==> config.mk <==
export PLATFORM = sky130hd
export DESIGN_NAME = simd_mult
export DESIGN_NICKNAME = d
export VERILOG_FILES = /design/src/hw/simd_mult_pkg.sv /design/src/hw/mult_kernel_adders.sv /design/src/hw/mult_kernel_array.sv /design/src/hw/mult_op_decode.sv /design/src/hw/mult_result_sat.sv /design/src/hw/mult_sequencer.sv /design/src/hw/simd_mult.sv
export SDC_FILE = /design/constraint.sdc
export NUM_CORES = 2
export LEC_CHECK = 0
export ABC_CLOCK_PERIOD_IN_PS = 46900
export BUFFER_PORTS_ARGS = -buffer_cell sky130_fd_sc_hd__buf_2
export CORE_ASPECT_RATIO = 1.75
export CORE_MARGIN = 1
export CORE_UTILIZATION = 58
export DETAILED_ROUTE_END_ITERATION = 6
export PLACE_DENSITY = 0.83
export SLEW_MARGIN = 0
export SYNTH_ARGS = -nofsm -noshare
export SYNTH_HDL_FRONTEND = slang
export SYNTH_SLANG_ARGS = --single-unit
==> constraint.sdc <==
create_clock -name clk_i -period 46.9 [get_ports clk_i]
set_input_delay 14.07 -clock clk_i [delete_from_list [all_inputs] [get_ports clk_i]]
set_output_delay 14.07 -clock clk_i [all_outputs]
set_load 0.02 [all_outputs]
==> src/hw/simd_mult_pkg.sv <==
//////////////////////////////
// Packed-SIMD multiplier definitions
// Widths, lane vector types, saturation values and enums
//////////////////////////////

package simd_mult_pkg;

  //////////////////////////////
  // Widths and lane types
  //////////////////////////////

  // Operand width, the lane structure is fixed around it
  localparam int XLEN = 32;

  // One operand or result word
  typedef logic [XLEN-1:0] word_t;

  // One 8-bit lane
  typedef logic [7:0] byte_t;

  // One 16-bit lane
  typedef logic [15:0] half_t;

  // Signed 9x9 kernel product
  typedef logic [17:0] kprod_t;

  // All eight kernel products, index is 4*kernel + 2*a_byte + b_byte
  typedef kprod_t [7:0] kprod_arr_t;

  // 32x16 partial product
  typedef logic [47:0] wide_t;

  //////////////////////////////
  // Saturation values
  //////////////////////////////

  localparam byte_t Q7_MAX  = 8'h7f;
  localparam half_t Q15_MAX = 16'h7fff;

  //////////////////////////////
  // Enums
  //////////////////////////////

  typedef enum logic [2:0] {
    OP_KHM8,
    OP_KHM16,
    OP_SMBB16,
    OP_SMTT16,
    OP_SMDS,
    OP_SMAQA,
    OP_SMMUL
  } mult_op_e;

  // Kernel operand arrangement
  typedef enum logic [1:0] {
    M8X8,
    M16X16,
    M32X32
  } mult_mode_e;

  // Sequencer state for the two-cycle 32x32 product
  typedef enum logic {
    ST_LOWER,
    ST_UPPER
  } mult_state_e;

endpackage

==> src/hw/mult_kernel_adders.sv <==
//////////////////////////////
// Kernel adder tree
// 16x16 lane merge, 32x16 adder and 32x32 adder
//////////////////////////////

`timescale 1ns/100ps

module mult_kernel_adders import simd_mult_pkg::*; (
  input  kprod_arr_t  prod_i,
  input  mult_mode_e  mode_i,
  input  logic [1:0]  add_mode_i,
  input  logic        accum_sub_i,
  input  word_t       rd_val_i,
  input  wide_t       imd_q_i,
  input  mult_state_e state_i,
  output word_t       lane16_lo_o,
  output word_t       lane16_hi_o,
  output word_t       sum32x16_o,
  output wide_t       wide_o,
  output word_t       word32_o
);

  // Merge four byte products into one signed 16x16 product
  function automatic word_t merge16(word_t p00, word_t p01, word_t p10, word_t p11);
    return p00 + (p01 << 8) + (p10 << 8) + (p11 << 16);
  endfunction

  word_t pext [8];
  word_t lane_lo;
  word_t lane_hi;
  logic  narrow;
  logic  lo_ext;
  logic  carry_in;
  wide_t add_x;
  wide_t add_y;
  wide_t sum48;
  wide_t acc_x;
  wide_t acc_y;
  wide_t acc_sum;

  assign narrow = (mode_i == M8X8);

  always_comb begin
    for (int i = 0; i < 8; i++) begin
      pext[i] = {{14{prod_i[i][17]}}, prod_i[i]};
    end
  end

  //////////////////////////////
  // 16x16 kernel adders
  //////////////////////////////

  // Byte mode adds the four diagonal products into the low lane
  assign lane_lo = narrow ? pext[0] + pext[3] + pext[4] + pext[7]
                          : merge16(pext[0], pext[1], pext[2], pext[3]);
  assign lane_hi = narrow ? '0 : merge16(pext[4], pext[5], pext[6], pext[7]);

  assign lane16_lo_o = lane_lo;
  assign lane16_hi_o = lane_hi;

  //////////////////////////////
  // 32x16 kernel adders
  //////////////////////////////

  // a_lo times b_lo is unsigned in the first SMMUL cycle
  assign lo_ext   = (mode_i == M32X32 && state_i == ST_LOWER) ? 1'b0 : lane_lo[31];
  assign carry_in = add_mode_i[0] & accum_sub_i;

  always_comb begin
    if (add_mode_i[0]) begin
      add_x = {{16{lane_hi[31]}}, lane_hi};
      add_y = {{16{lane_lo[31]}}, lane_lo};
      // Two's complement subtract of the bottom lane
      if (accum_sub_i) begin
        add_y = ~add_y;
      end
    end else begin
      add_x = {lane_hi, 16'h0000};
      add_y = {{16{lo_ext}}, lane_lo};
    end
  end

  assign sum48      = add_x + add_y + {47'd0, carry_in};
  assign sum32x16_o = sum48[31:0];
  assign wide_o     = sum48;

  //////////////////////////////
  // 32x32 kernel adders
  //////////////////////////////

  always_comb begin
    if (add_mode_i[1]) begin
      acc_x = {rd_val_i, 16'h0000};
      acc_y = {sum48[31:0], 16'h0000};
    end else begin
      // Upper partial plus lower partial shifted down by 16
      acc_x = sum48;
      acc_y = {{16{imd_q_i[47]}}, imd_q_i[47:16]};
    end
  end

  assign acc_sum  = acc_x + acc_y;
  assign word32_o = acc_sum[47:16];

endmodule

==> src/hw/mult_kernel_array.sv <==
//////////////////////////////
// Kernel multiplier array
// Lane selection, sign decoding and eight 9x9 products
//////////////////////////////

`timescale 1ns/100ps

module mult_kernel_array import simd_mult_pkg::*; (
  input  word_t       op_a_i,
  input  word_t       op_b_i,
  input  mult_mode_e  mode_i,
  input  mult_state_e state_i,
  output kprod_arr_t  prod_o
);

  byte_t      a_byte [4];
  byte_t      b_byte [4];
  logic [3:0] a_sgn;
  logic [3:0] b_sgn;
  logic       b_upper;

  // Second SMMUL cycle works on the top half of b
  assign b_upper = (mode_i == M32X32) && (state_i == ST_UPPER);

  //////////////////////////////
  // Lane selection
  //////////////////////////////

  always_comb begin
    for (int i = 0; i < 4; i++) begin
      a_byte[i] = op_a_i[8*i +: 8];
    end

    if (mode_i == M32X32) begin
      // Both kernels share one b half
      b_byte[0] = b_upper ? op_b_i[23:16] : op_b_i[7:0];
      b_byte[1] = b_upper ? op_b_i[31:24] : op_b_i[15:8];
      b_byte[2] = b_byte[0];
      b_byte[3] = b_byte[1];
    end else begin
      for (int i = 0; i < 4; i++) begin
        b_byte[i] = op_b_i[8*i +: 8];
      end
    end
  end

  //////////////////////////////
  // Sign decoder
  //////////////////////////////

  // Only the top byte of a lane carries a sign
  always_comb begin
    unique case (mode_i)
      M16X16: begin
        a_sgn = {a_byte[3][7], 1'b0, a_byte[1][7], 1'b0};
        b_sgn = {b_byte[3][7], 1'b0, b_byte[1][7], 1'b0};
      end
      M32X32: begin
        a_sgn = {a_byte[3][7], 3'b000};
        // Lower half of b is unsigned
        b_sgn = b_upper ? {b_byte[3][7], 1'b0, b_byte[1][7], 1'b0} : 4'b0000;
      end
      default: begin
        a_sgn = {a_byte[3][7], a_byte[2][7], a_byte[1][7], a_byte[0][7]};
        b_sgn = {b_byte[3][7], b_byte[2][7], b_byte[1][7], b_byte[0][7]};
      end
    endcase
  end

  //////////////////////////////
  // Kernel products
  //////////////////////////////

  // Two kernels of four products each
  for (genvar k = 0; k < 2; k++) begin : g_kernel
    for (genvar i = 0; i < 2; i++) begin : g_a
      for (genvar j = 0; j < 2; j++) begin : g_b
        assign prod_o[4*k + 2*i + j] =
          $signed({a_sgn[2*k+i], a_byte[2*k+i]}) * $signed({b_sgn[2*k+j], b_byte[2*k+j]});
      end
    end
  end

endmodule

==> src/hw/mult_op_decode.sv <==
//////////////////////////////
// Operation decoder
// Kernel mode and adder controls per operation
//////////////////////////////

`timescale 1ns/100ps

module mult_op_decode import simd_mult_pkg::*; (
  input  mult_op_e   op_i,
  output mult_mode_e mode_o,
  output logic [1:0] add_mode_o,
  output logic       accum_sub_o,
  output logic       multi_cycle_o
);

  // add_mode bit 0 joins both lanes in the 32x16 adder
  // add_mode bit 1 adds rd_val in the 32x32 adder
  always_comb begin
    mode_o        = M8X8;
    add_mode_o    = 2'b00;
    accum_sub_o   = 1'b0;
    multi_cycle_o = 1'b0;

    unique case (op_i)
      OP_KHM8: begin
        mode_o = M8X8;
      end
      OP_KHM16, OP_SMBB16, OP_SMTT16: begin
        mode_o = M16X16;
      end
      OP_SMDS: begin
        mode_o      = M16X16;
        add_mode_o  = 2'b01;
        accum_sub_o = 1'b1;
      end
      OP_SMAQA: begin
        mode_o     = M8X8;
        add_mode_o = 2'b11;
      end
      OP_SMMUL: begin
        mode_o        = M32X32;
        multi_cycle_o = 1'b1;
      end
      default: begin
        mode_o = M8X8;
      end
    endcase
  end

endmodule

==> src/hw/mult_result_sat.sv <==
//////////////////////////////
// Lane saturation and result mux
//////////////////////////////

`timescale 1ns/100ps

module mult_result_sat import simd_mult_pkg::*; (
  input  mult_op_e   op_i,
  input  logic       en_i,
  input  word_t      op_a_i,
  input  word_t      op_b_i,
  input  kprod_arr_t prod_i,
  input  word_t      lane16_lo_i,
  input  word_t      lane16_hi_i,
  input  word_t      sum32x16_i,
  input  word_t      word32_i,
  output word_t      result_o,
  output logic       set_ov_o
);

  logic [3:0] sat8;
  logic [1:0] sat16;
  byte_t      q7_lane [4];
  half_t      q15_lane [2];

  //////////////////////////////
  // Saturation detect
  //////////////////////////////

  // Most negative value is the complement of the max
  always_comb begin
    for (int i = 0; i < 4; i++) begin
      sat8[i] = (op_a_i[8*i +: 8] == ~Q7_MAX) && (op_b_i[8*i +: 8] == ~Q7_MAX);
    end
    for (int i = 0; i < 2; i++) begin
      sat16[i] = (op_a_i[16*i +: 16] == ~Q15_MAX) && (op_b_i[16*i +: 16] == ~Q15_MAX);
    end
  end

  // Byte lanes come from the diagonal kernel products
  assign q7_lane[0] = sat8[0] ? Q7_MAX : prod_i[0][14:7];
  assign q7_lane[1] = sat8[1] ? Q7_MAX : prod_i[3][14:7];
  assign q7_lane[2] = sat8[2] ? Q7_MAX : prod_i[4][14:7];
  assign q7_lane[3] = sat8[3] ? Q7_MAX : prod_i[7][14:7];

  assign q15_lane[0] = sat16[0] ? Q15_MAX : lane16_lo_i[30:15];
  assign q15_lane[1] = sat16[1] ? Q15_MAX : lane16_hi_i[30:15];

  always_comb begin
    set_ov_o = 1'b0;
    if (op_i == OP_KHM8) begin
      set_ov_o = en_i & (|sat8);
    end else if (op_i == OP_KHM16) begin
      set_ov_o = en_i & (|sat16);
    end
  end

  //////////////////////////////
  // Final result mux
  //////////////////////////////

  always_comb begin
    unique case (op_i)
      OP_KHM8:           result_o = {q7_lane[3], q7_lane[2], q7_lane[1], q7_lane[0]};
      OP_KHM16:          result_o = {q15_lane[1], q15_lane[0]};
      OP_SMBB16:         result_o = lane16_lo_i;
      OP_SMTT16:         result_o = lane16_hi_i;
      OP_SMDS:           result_o = sum32x16_i;
      OP_SMAQA, OP_SMMUL: result_o = word32_i;
      default:           result_o = '0;
    endcase
  end

endmodule

==> src/hw/mult_sequencer.sv <==
//////////////////////////////
// Multiplier sequencer
// LOWER/UPPER FSM and intermediate product register
//////////////////////////////

`timescale 1ns/100ps

module mult_sequencer import simd_mult_pkg::*; (
  input  logic        clk_i,
  input  logic        rst_ni,
  input  logic        en_i,
  input  logic        multi_cycle_i,
  input  logic        ready_i,
  input  wide_t       wide_i,
  output mult_state_e state_o,
  output wide_t       imd_q_o,
  output logic        valid_o
);

  mult_state_e state_q;
  mult_state_e state_d;
  wide_t       imd_q;
  logic        imd_load;

  // Lower partial is captured on the first enabled cycle
  assign imd_load = en_i & multi_cycle_i & (state_q == ST_LOWER);

  always_comb begin
    state_d = state_q;
    unique case (state_q)
      ST_LOWER: begin
        if (en_i && multi_cycle_i) begin
          state_d = ST_UPPER;
        end
      end
      ST_UPPER: begin
        // Hold the result until the consumer takes it
        if (ready_i) begin
          state_d = ST_LOWER;
        end
      end
    endcase
  end

  always_ff @(posedge clk_i or negedge rst_ni) begin
    if (!rst_ni) begin
      state_q <= ST_LOWER;
      imd_q   <= '0;
    end else begin
      state_q <= state_d;
      if (imd_load) begin
        imd_q <= wide_i;
      end
    end
  end

  assign valid_o = en_i & (~multi_cycle_i | (state_q == ST_UPPER));
  assign state_o = state_q;
  assign imd_q_o = imd_q;

endmodule

==> src/hw/simd_mult.sv <==
//////////////////////////////
// Packed-SIMD multiplier top level
// Decoder, kernels, adder tree, result stage and sequencer
//////////////////////////////

`timescale 1ns/100ps

module simd_mult import simd_mult_pkg::*; (
  input  logic     clk_i,
  input  logic     rst_ni,
  input  logic     en_i,
  input  mult_op_e op_i,
  input  word_t    op_a_i,
  input  word_t    op_b_i,
  input  word_t    rd_val_i,
  input  logic     ready_i,
  output word_t    result_o,
  output logic     valid_o,
  output logic     set_ov_o
);

  mult_mode_e  mode;
  logic [1:0]  add_mode;
  logic        accum_sub;
  logic        multi_cycle;
  mult_state_e state;
  wide_t       imd_q;
  kprod_arr_t  prod;
  word_t       lane16_lo;
  word_t       lane16_hi;
  word_t       sum32x16;
  wide_t       wide;
  word_t       word32;

  mult_op_decode u_decode (
    .op_i          (op_i),
    .mode_o        (mode),
    .add_mode_o    (add_mode),
    .accum_sub_o   (accum_sub),
    .multi_cycle_o (multi_cycle)
  );

  mult_kernel_array u_kernels (
    .op_a_i  (op_a_i),
    .op_b_i  (op_b_i),
    .mode_i  (mode),
    .state_i (state),
    .prod_o  (prod)
  );

  mult_kernel_adders u_adders (
    .prod_i      (prod),
    .mode_i      (mode),
    .add_mode_i  (add_mode),
    .accum_sub_i (accum_sub),
    .rd_val_i    (rd_val_i),
    .imd_q_i     (imd_q),
    .state_i     (state),
    .lane16_lo_o (lane16_lo),
    .lane16_hi_o (lane16_hi),
    .sum32x16_o  (sum32x16),
    .wide_o      (wide),
    .word32_o    (word32)
  );

  mult_result_sat u_result (
    .op_i        (op_i),
    .en_i        (en_i),
    .op_a_i      (op_a_i),
    .op_b_i      (op_b_i),
    .prod_i      (prod),
    .lane16_lo_i (lane16_lo),
    .lane16_hi_i (lane16_hi),
    .sum32x16_i  (sum32x16),
    .word32_i    (word32),
    .result_o    (result_o),
    .set_ov_o    (set_ov_o)
  );

  mult_sequencer u_seq (
    .clk_i         (clk_i),
    .rst_ni        (rst_ni),
    .en_i          (en_i),
    .multi_cycle_i (multi_cycle),
    .ready_i       (ready_i),
    .wide_i        (wide),
    .state_o       (state),
    .imd_q_o       (imd_q),
    .valid_o       (valid_o)
  );

endmodule

Word-level counts from Yosys, hierarchy flattened
Cells that the tools add are included.

operators by class
  $add $sub $neg = 12
  multipliers = 8
  eq/ne operators = 20
  mux-type cells = 30
  bitwise logic cells = 10
  reductions and logical operators = 15

operators by type and width
  cell                                          count
  2-to-1 mux 48 bit                             4
  case mux 32 bit (6 select lines)              1
  adder 32 bit                                  5
  multiplier 9 x 9 -> 18 bit                    6
  adder 48 bit                                  2
  2-to-1 mux 32 bit                             3
  equality test 16 bit (second input constant)  4
  equality test 8 bit (second input constant)   8
  adder 18 x 26 -> 27 bit                       2
  adder 48 x 1 -> 48 bit                        1
  2-to-1 mux 8 bit                              6
  inverter 48 bit                               1
  2-to-1 mux 47 bit                             1
  multiplier 8 x 9 -> 17 bit                    2
  2-to-1 mux 16 bit                             2
  adder 19 x 18 -> 20 bit                       1
  adder 18 x 18 -> 19 bit                       1
  equality test 3 bit (second input constant)   3
  logical AND 1 bit                             9
  case mux 2 bit (2 select lines)               2
  case mux 4 bit (2 select lines)               1
  OR reduction 4 bit                            2
  2-to-1 mux 1 bit                              7
  AND 1 bit                                     6
  other kinds (12)                              15

storage, ports and cells
  bits in registers = 49
  input port bits = 103
  output and inout port bits = 34
  word-level logic and storage cells = 97

Depth between registers and ports, before layout
  word-level depth = 22
  depth in mapped cells = 83

Modules after synthesis
A second synthesis with hierarchy kept.

second synthesis, totals
  cell total of the unflattened synthesis = 4658
  area total of the unflattened synthesis = 40073.4 um^2

by module, submodules not included
  module              times used  cells an instance  area each (um^2)
  mult_kernel_array   1           2769               24632.4
  mult_kernel_adders  1           1555               11932.7
  mult_sequencer      1           106                1874.3
  mult_result_sat     1           221                1577.8
  mult_op_decode      1           7                  56.3

Worst setup path before layout
OpenSTA, ideal clock, no wires.

  path type = input to output
  from = input op_i[1]
  to = output result_o[28]
  data arrival time = 29.847 ns
  path slack = 2.983 ns
  stages on the path = 74
  path buffers = 7
  cell sequence = clkbuf_1 -> or3_1 -> clkbuf_1 -> clkbuf_1 -> and2_1 -> inv_1 -> ha_1 -> nand2_1 -> clkbuf_1 -> clkbuf_1 -> mux2_2 -> clkbuf_1 -> nand2_1 -> fa_1 -> inv_1 -> fa_1 -> inv_1 -> fa_1 -> [38 not listed] -> a21oi_1 -> xnor2_1 -> nand2_1 -> nand2_1 -> ha_1 -> clkbuf_1 -> nand2_1 -> o21bai_1 -> a21oi_1 -> nor2b_1 -> o21ai_0 -> nand2b_1 -> a21oi_1 -> o31a_1 -> o31ai_1 -> or4_1 -> a21oi_1 -> o21ai_1

on the way
  cells in the longest elaborated chain, start to end = 22

ends and longest elaborated chain
  item                                                        RTL line                                     source
  start: declaration                                          simd_mult.sv:12                              input mult_op_e op_i,
  equality test 3 x 1 -> 1 bit, or another cell as far along  mult_op_decode.sv:24, mult_result_sat.sv:63
  OR reduction 4 bit (no source line)                         -
  case mux 2 bit (2 select lines)                             mult_op_decode.sv:24                         unique case (op_i)
  equality test 2 bit                                         -
  logical AND 1 bit                                           mult_kernel_array.sv:23                      assign b_upper = (mode_i == M32X32) && (state_i == ST_UPPER);
  2-to-1 mux 8 bit                                            mult_kernel_array.sv:37                      b_byte[1] = b_upper ? op_b_i[31:24] : op_b_i[15:8];
  2-to-1 mux 32 bit                                           mult_kernel_array.sv:34                      if (mode_i == M32X32) begin
  2-to-1 mux 4 bit                                            mult_kernel_array.sv:61                      b_sgn = b_upper ? {b_byte[3][7], 1'b0, b_byte[1][7], 1'b0} : 4'b0000;
  [6 not listed]                                              -
  inverter 48 bit                                             mult_kernel_adders.sv:75                     add_y = ~add_y;
  2-to-1 mux 48 bit                                           mult_kernel_adders.sv:74                     if (accum_sub_i) begin
  2-to-1 mux 48 bit                                           mult_kernel_adders.sv:70                     if (add_mode_i[0]) begin
  adder 48 bit                                                mult_kernel_adders.sv:83                     assign sum48 = add_x + add_y + {47'd0, carry_in};
  adder 48 x 1 -> 48 bit                                      mult_kernel_adders.sv:83
  2-to-1 mux 48 bit                                           mult_kernel_adders.sv:92                     if (add_mode_i[1]) begin
  adder 48 bit                                                mult_kernel_adders.sv:102                    assign acc_sum = acc_x + acc_y;
  case mux 32 bit (6 select lines) *                          mult_result_sat.sv:63                        unique case (op_i)
  end: declaration                                            simd_mult.sv:17                              output word_t result_o,

Every way passes the cells marked *; elsewhere a longest branch is shown, timed or not.

Final worst setup path
  from = input op_i[0]
  to = output result_o[31]

Same word-level chain as after synthesis.

==> summary.md <==
| Metric | Value |
|---|---|
| Status | `complete, no violations` |
| Syn Inst Count | `4931` |
| Worst Setup Start Kind | `input pin` |
| Syn Std Cell Area | `0.0397 mm²` |
| Most frequent cells in the layout | `891 x inv_1, 598 x fa_1, 520 x ha_1` |
| Root Buffer | `clkbuf_16` |
| Crit Path Category | `input pin to output pin` |
| H-tree depth | `2` |
| Met3 Use GR | `20.1%` |
| Clock-pin slew on the worst setup and hold paths | `0.06 ns` |
| RSZ-0062 raised after global routing | `no` |
| Fill cells | `5891` |
| CTS Hold Bufs | `0` |
| Clock Skew | `0.0182 ns` |
| Avg Cell Area, Syn | `8.06 µm²` |
| Final hold slack | `0.471 ns` |
| Slowest cell on crit path | `nor3_1` |
| Die area | `0.0696 mm²` |
| GPL Wtd Cong | `1.18` |
| Post-synth cell types | `90` |
| Total iterations of the first detailed-routing run | `6` |
| CTS Buffer Depth | `2` |
| Fmax | `21.6 MHz` |
| Via density per instance | `6.23` |
| Most common flop cell mapped by yosys | `dfrtp_1` |
| EDFF count, synth | `0` |
| DRC viols | `0` |
| Finished Core Util | `61.5%` |
| Initial antenna violation count | `41` |
| Asr flop ratio synth | `100%` |
| Gr ovfl total | `0` |
| Share of the yosys chip area belonging to registers | `2.08%` |
| First-pass GRT wire length | `225 mm` |
| Cell Rows | `126` |
| Mapped Nets | `6153` |
| GRT Util Overall | `44.3%` |
| Final Net Count | `6174` |
| Grt met2 use | `67.3%` |
| Most common cell after layout, fill and taps aside | `inv_1` |
| Crit path time final | `46.32 ns` |
| Placed cell areas | `0.0413 mm²` |
| Slew headroom | `2.92%` |
| Port Buffers | `136` |
| Clock sinks | `33` |
| Max incr delay on CP | `1.06 ns` |
| Layout area overhead | `4.80%` |
| CP endpoint kind | `output pin` |
| Worst-Margin Slew | `1.45 ns` |
| Syn. warnings | `0` |
| Chip height | `348 µm` |
| Initial core utilization | `58.7%` |
| Via Count | `36600` |
| Critical Path Fanout Max | `20` |
| Vias in the first global route | `38000` |
| Layer with the highest usage | `met2` |
| Wirelength per Cell | `25.0 µm` |
| Routed WL | `147 mm` |
| Final Cell Area | `0.0416 mm²` |
| TritonCTS clock tree | `done` |
| Critical path required time | `32.83 ns` |
| Sum of negative setup slack | `0 ns` |
| Clock Latency Late Sink | `0.32 ns` |
| Max-Cap Viols | `0` |
| Final period utilization | `98.8%` |
| Die W | `200 µm` |
| Top Ports | `137` |
| Max Slew Vio Count | `0` |
| Core footprint | `0.0676 mm²` |
| Final hold vios | `0` |
| Largest net degree at the start of global routing | `75` |
| Setup violators final | `0` |
| Antenna-violating nets left | `0` |
| Worst min-delay path class | `flip-flop to flip-flop` |
| Post-synthesis register bit count | `33` |
| Layout cells sized above 1 | `6.44%` |
| DRT iter0 DRCs | `3188` |
| TritonCTS Buffers | `5` |
| HPWL after DPL | `115 mm` |
| GR Layer Usage met1 | `43.2%` |
| Worst Path Arrival | `32.25 ns` |
-- critical path: cells and delay by family --
kind / cells / cell delay, ns
AO/OA/AOI/OAI: 21 / 5.83
adder cells (fa/ha/maj): 12 / 4.55
AND/OR/NAND/NOR: 13 / 3.71
XOR/XNOR: 6 / 2.16
buffers and inverters: 9 / 1.63
multiplexers: 1 / 0.23
-- per-stage QoR --
stage	std cells	setup slack, ns
after detailed placement	5841	1.27
after global placement	5841	1.57
after floorplan	4931	2.98
after CTS	5849	1.16
final	5879	0.579
after global routing	5857	0.0434
-- final timing paths --
path / from / to / slack [ns] / cells past startpoint
hold reg to reg: u_seq.imd_q_o[30]$_DFFE_PN0P_ / u_seq.imd_q_o[30]$_DFFE_PN0P_ / 0.47 / 2
setup reg to reg: u_seq.state_o$_DFF_PN0_ / u_seq.imd_q_o[47]$_DFFE_PN0P_ / 31.93 / 50
min in group asynchronous: rst_ni / u_seq.imd_q_o[44]$_DFFE_PN0P_ / 13.86 / 1
hold / removal: u_seq.imd_q_o[30]$_DFFE_PN0P_ / u_seq.imd_q_o[30]$_DFFE_PN0P_ / 0.47 / 2
max in group asynchronous: rst_ni / u_seq.imd_q_o[30]$_DFFE_PN0P_ / 32.43 / 1
setup / recovery: op_i[0] / result_o[31] / 0.58 / 62
-- cell type report --
class | count | area (µm²) | area share [%]
Clock buffer | 5 | 125 | 0.301
Timing Repair Buffer | 199 | 1150 | 2.77
Inverter | 894 | 3360 | 8.06
Clock inverter | 3 | 46.3 | 0.111
Multi-Input combinational cell | 3819 | 34900 | 83.9
Antenna cell | 30 | 75.1 | 0.180
Tap cell | 896 | 1120 | 2.69
Sequential cell | 33 | 826 | 1.98
-- metal layers --
layer,vias to the layer above,wire [µm]
met2,2217,65700
met5,-,307
li1,15900,-
met4,36,18300
met1,17500,44700
met3,962,17900
-- cells by family after synthesis --
group	after synthesis	share of synthesized area [%]
muxes	85	2.33
buffers and inverters	1079	10.2
AOI/OAI and AO/OA	911	14.6
DFF	33	2.08
and+or+nand+nor	1367	16.7
adders and majority gates	1119	46.6
xor gates and xnor gates	337	7.50
-- synth_stat cells, types with 14 or more instances --
master    count  share of area, %
nor2b_1      55              0.87
and3_1       22              0.35
nand3_1      39              0.49
nand2b_1     73               1.1
a211oi_1     20              0.38
and2_1      296               4.7
buf_1        24              0.23
o21bai_1     49              0.93
nand2_1     509               4.8
a21oi_1     265               3.3
xnor2_1     259               5.7
fa_1        598                30
a21o_1       97               1.8
nor4_1       21              0.33
mux2_2       60               1.7
o211ai_1     14              0.26
xor2_1       76               1.7
nand4_1      25              0.39
a31oi_1      26              0.41
o21ai_0     229               2.9
mux2i_1      25              0.63
a21boi_0     26              0.49
clkbuf_1    160               1.5
inv_1       891               8.4
nor2_1      236               2.2
dfrtp_1      33               2.1
nor3_1       39              0.49
ha_1        521                16
o21a_1       41              0.77
-- registers in the layout (all words and copies together) (netlist names) --
name           count
u_seq.imd_q_o     32
u_seq.state_o      1
-- what timing repair did --
action / 4_1_cts / 5_1_grt
resized for setup: 0 / 6
setup endpoints to repair: 0 / 13
setup buffers: 0 / 0
Power is not shown: default switching activity piles up to over one toggle a cycle in this logic, so the estimate is an artifact.
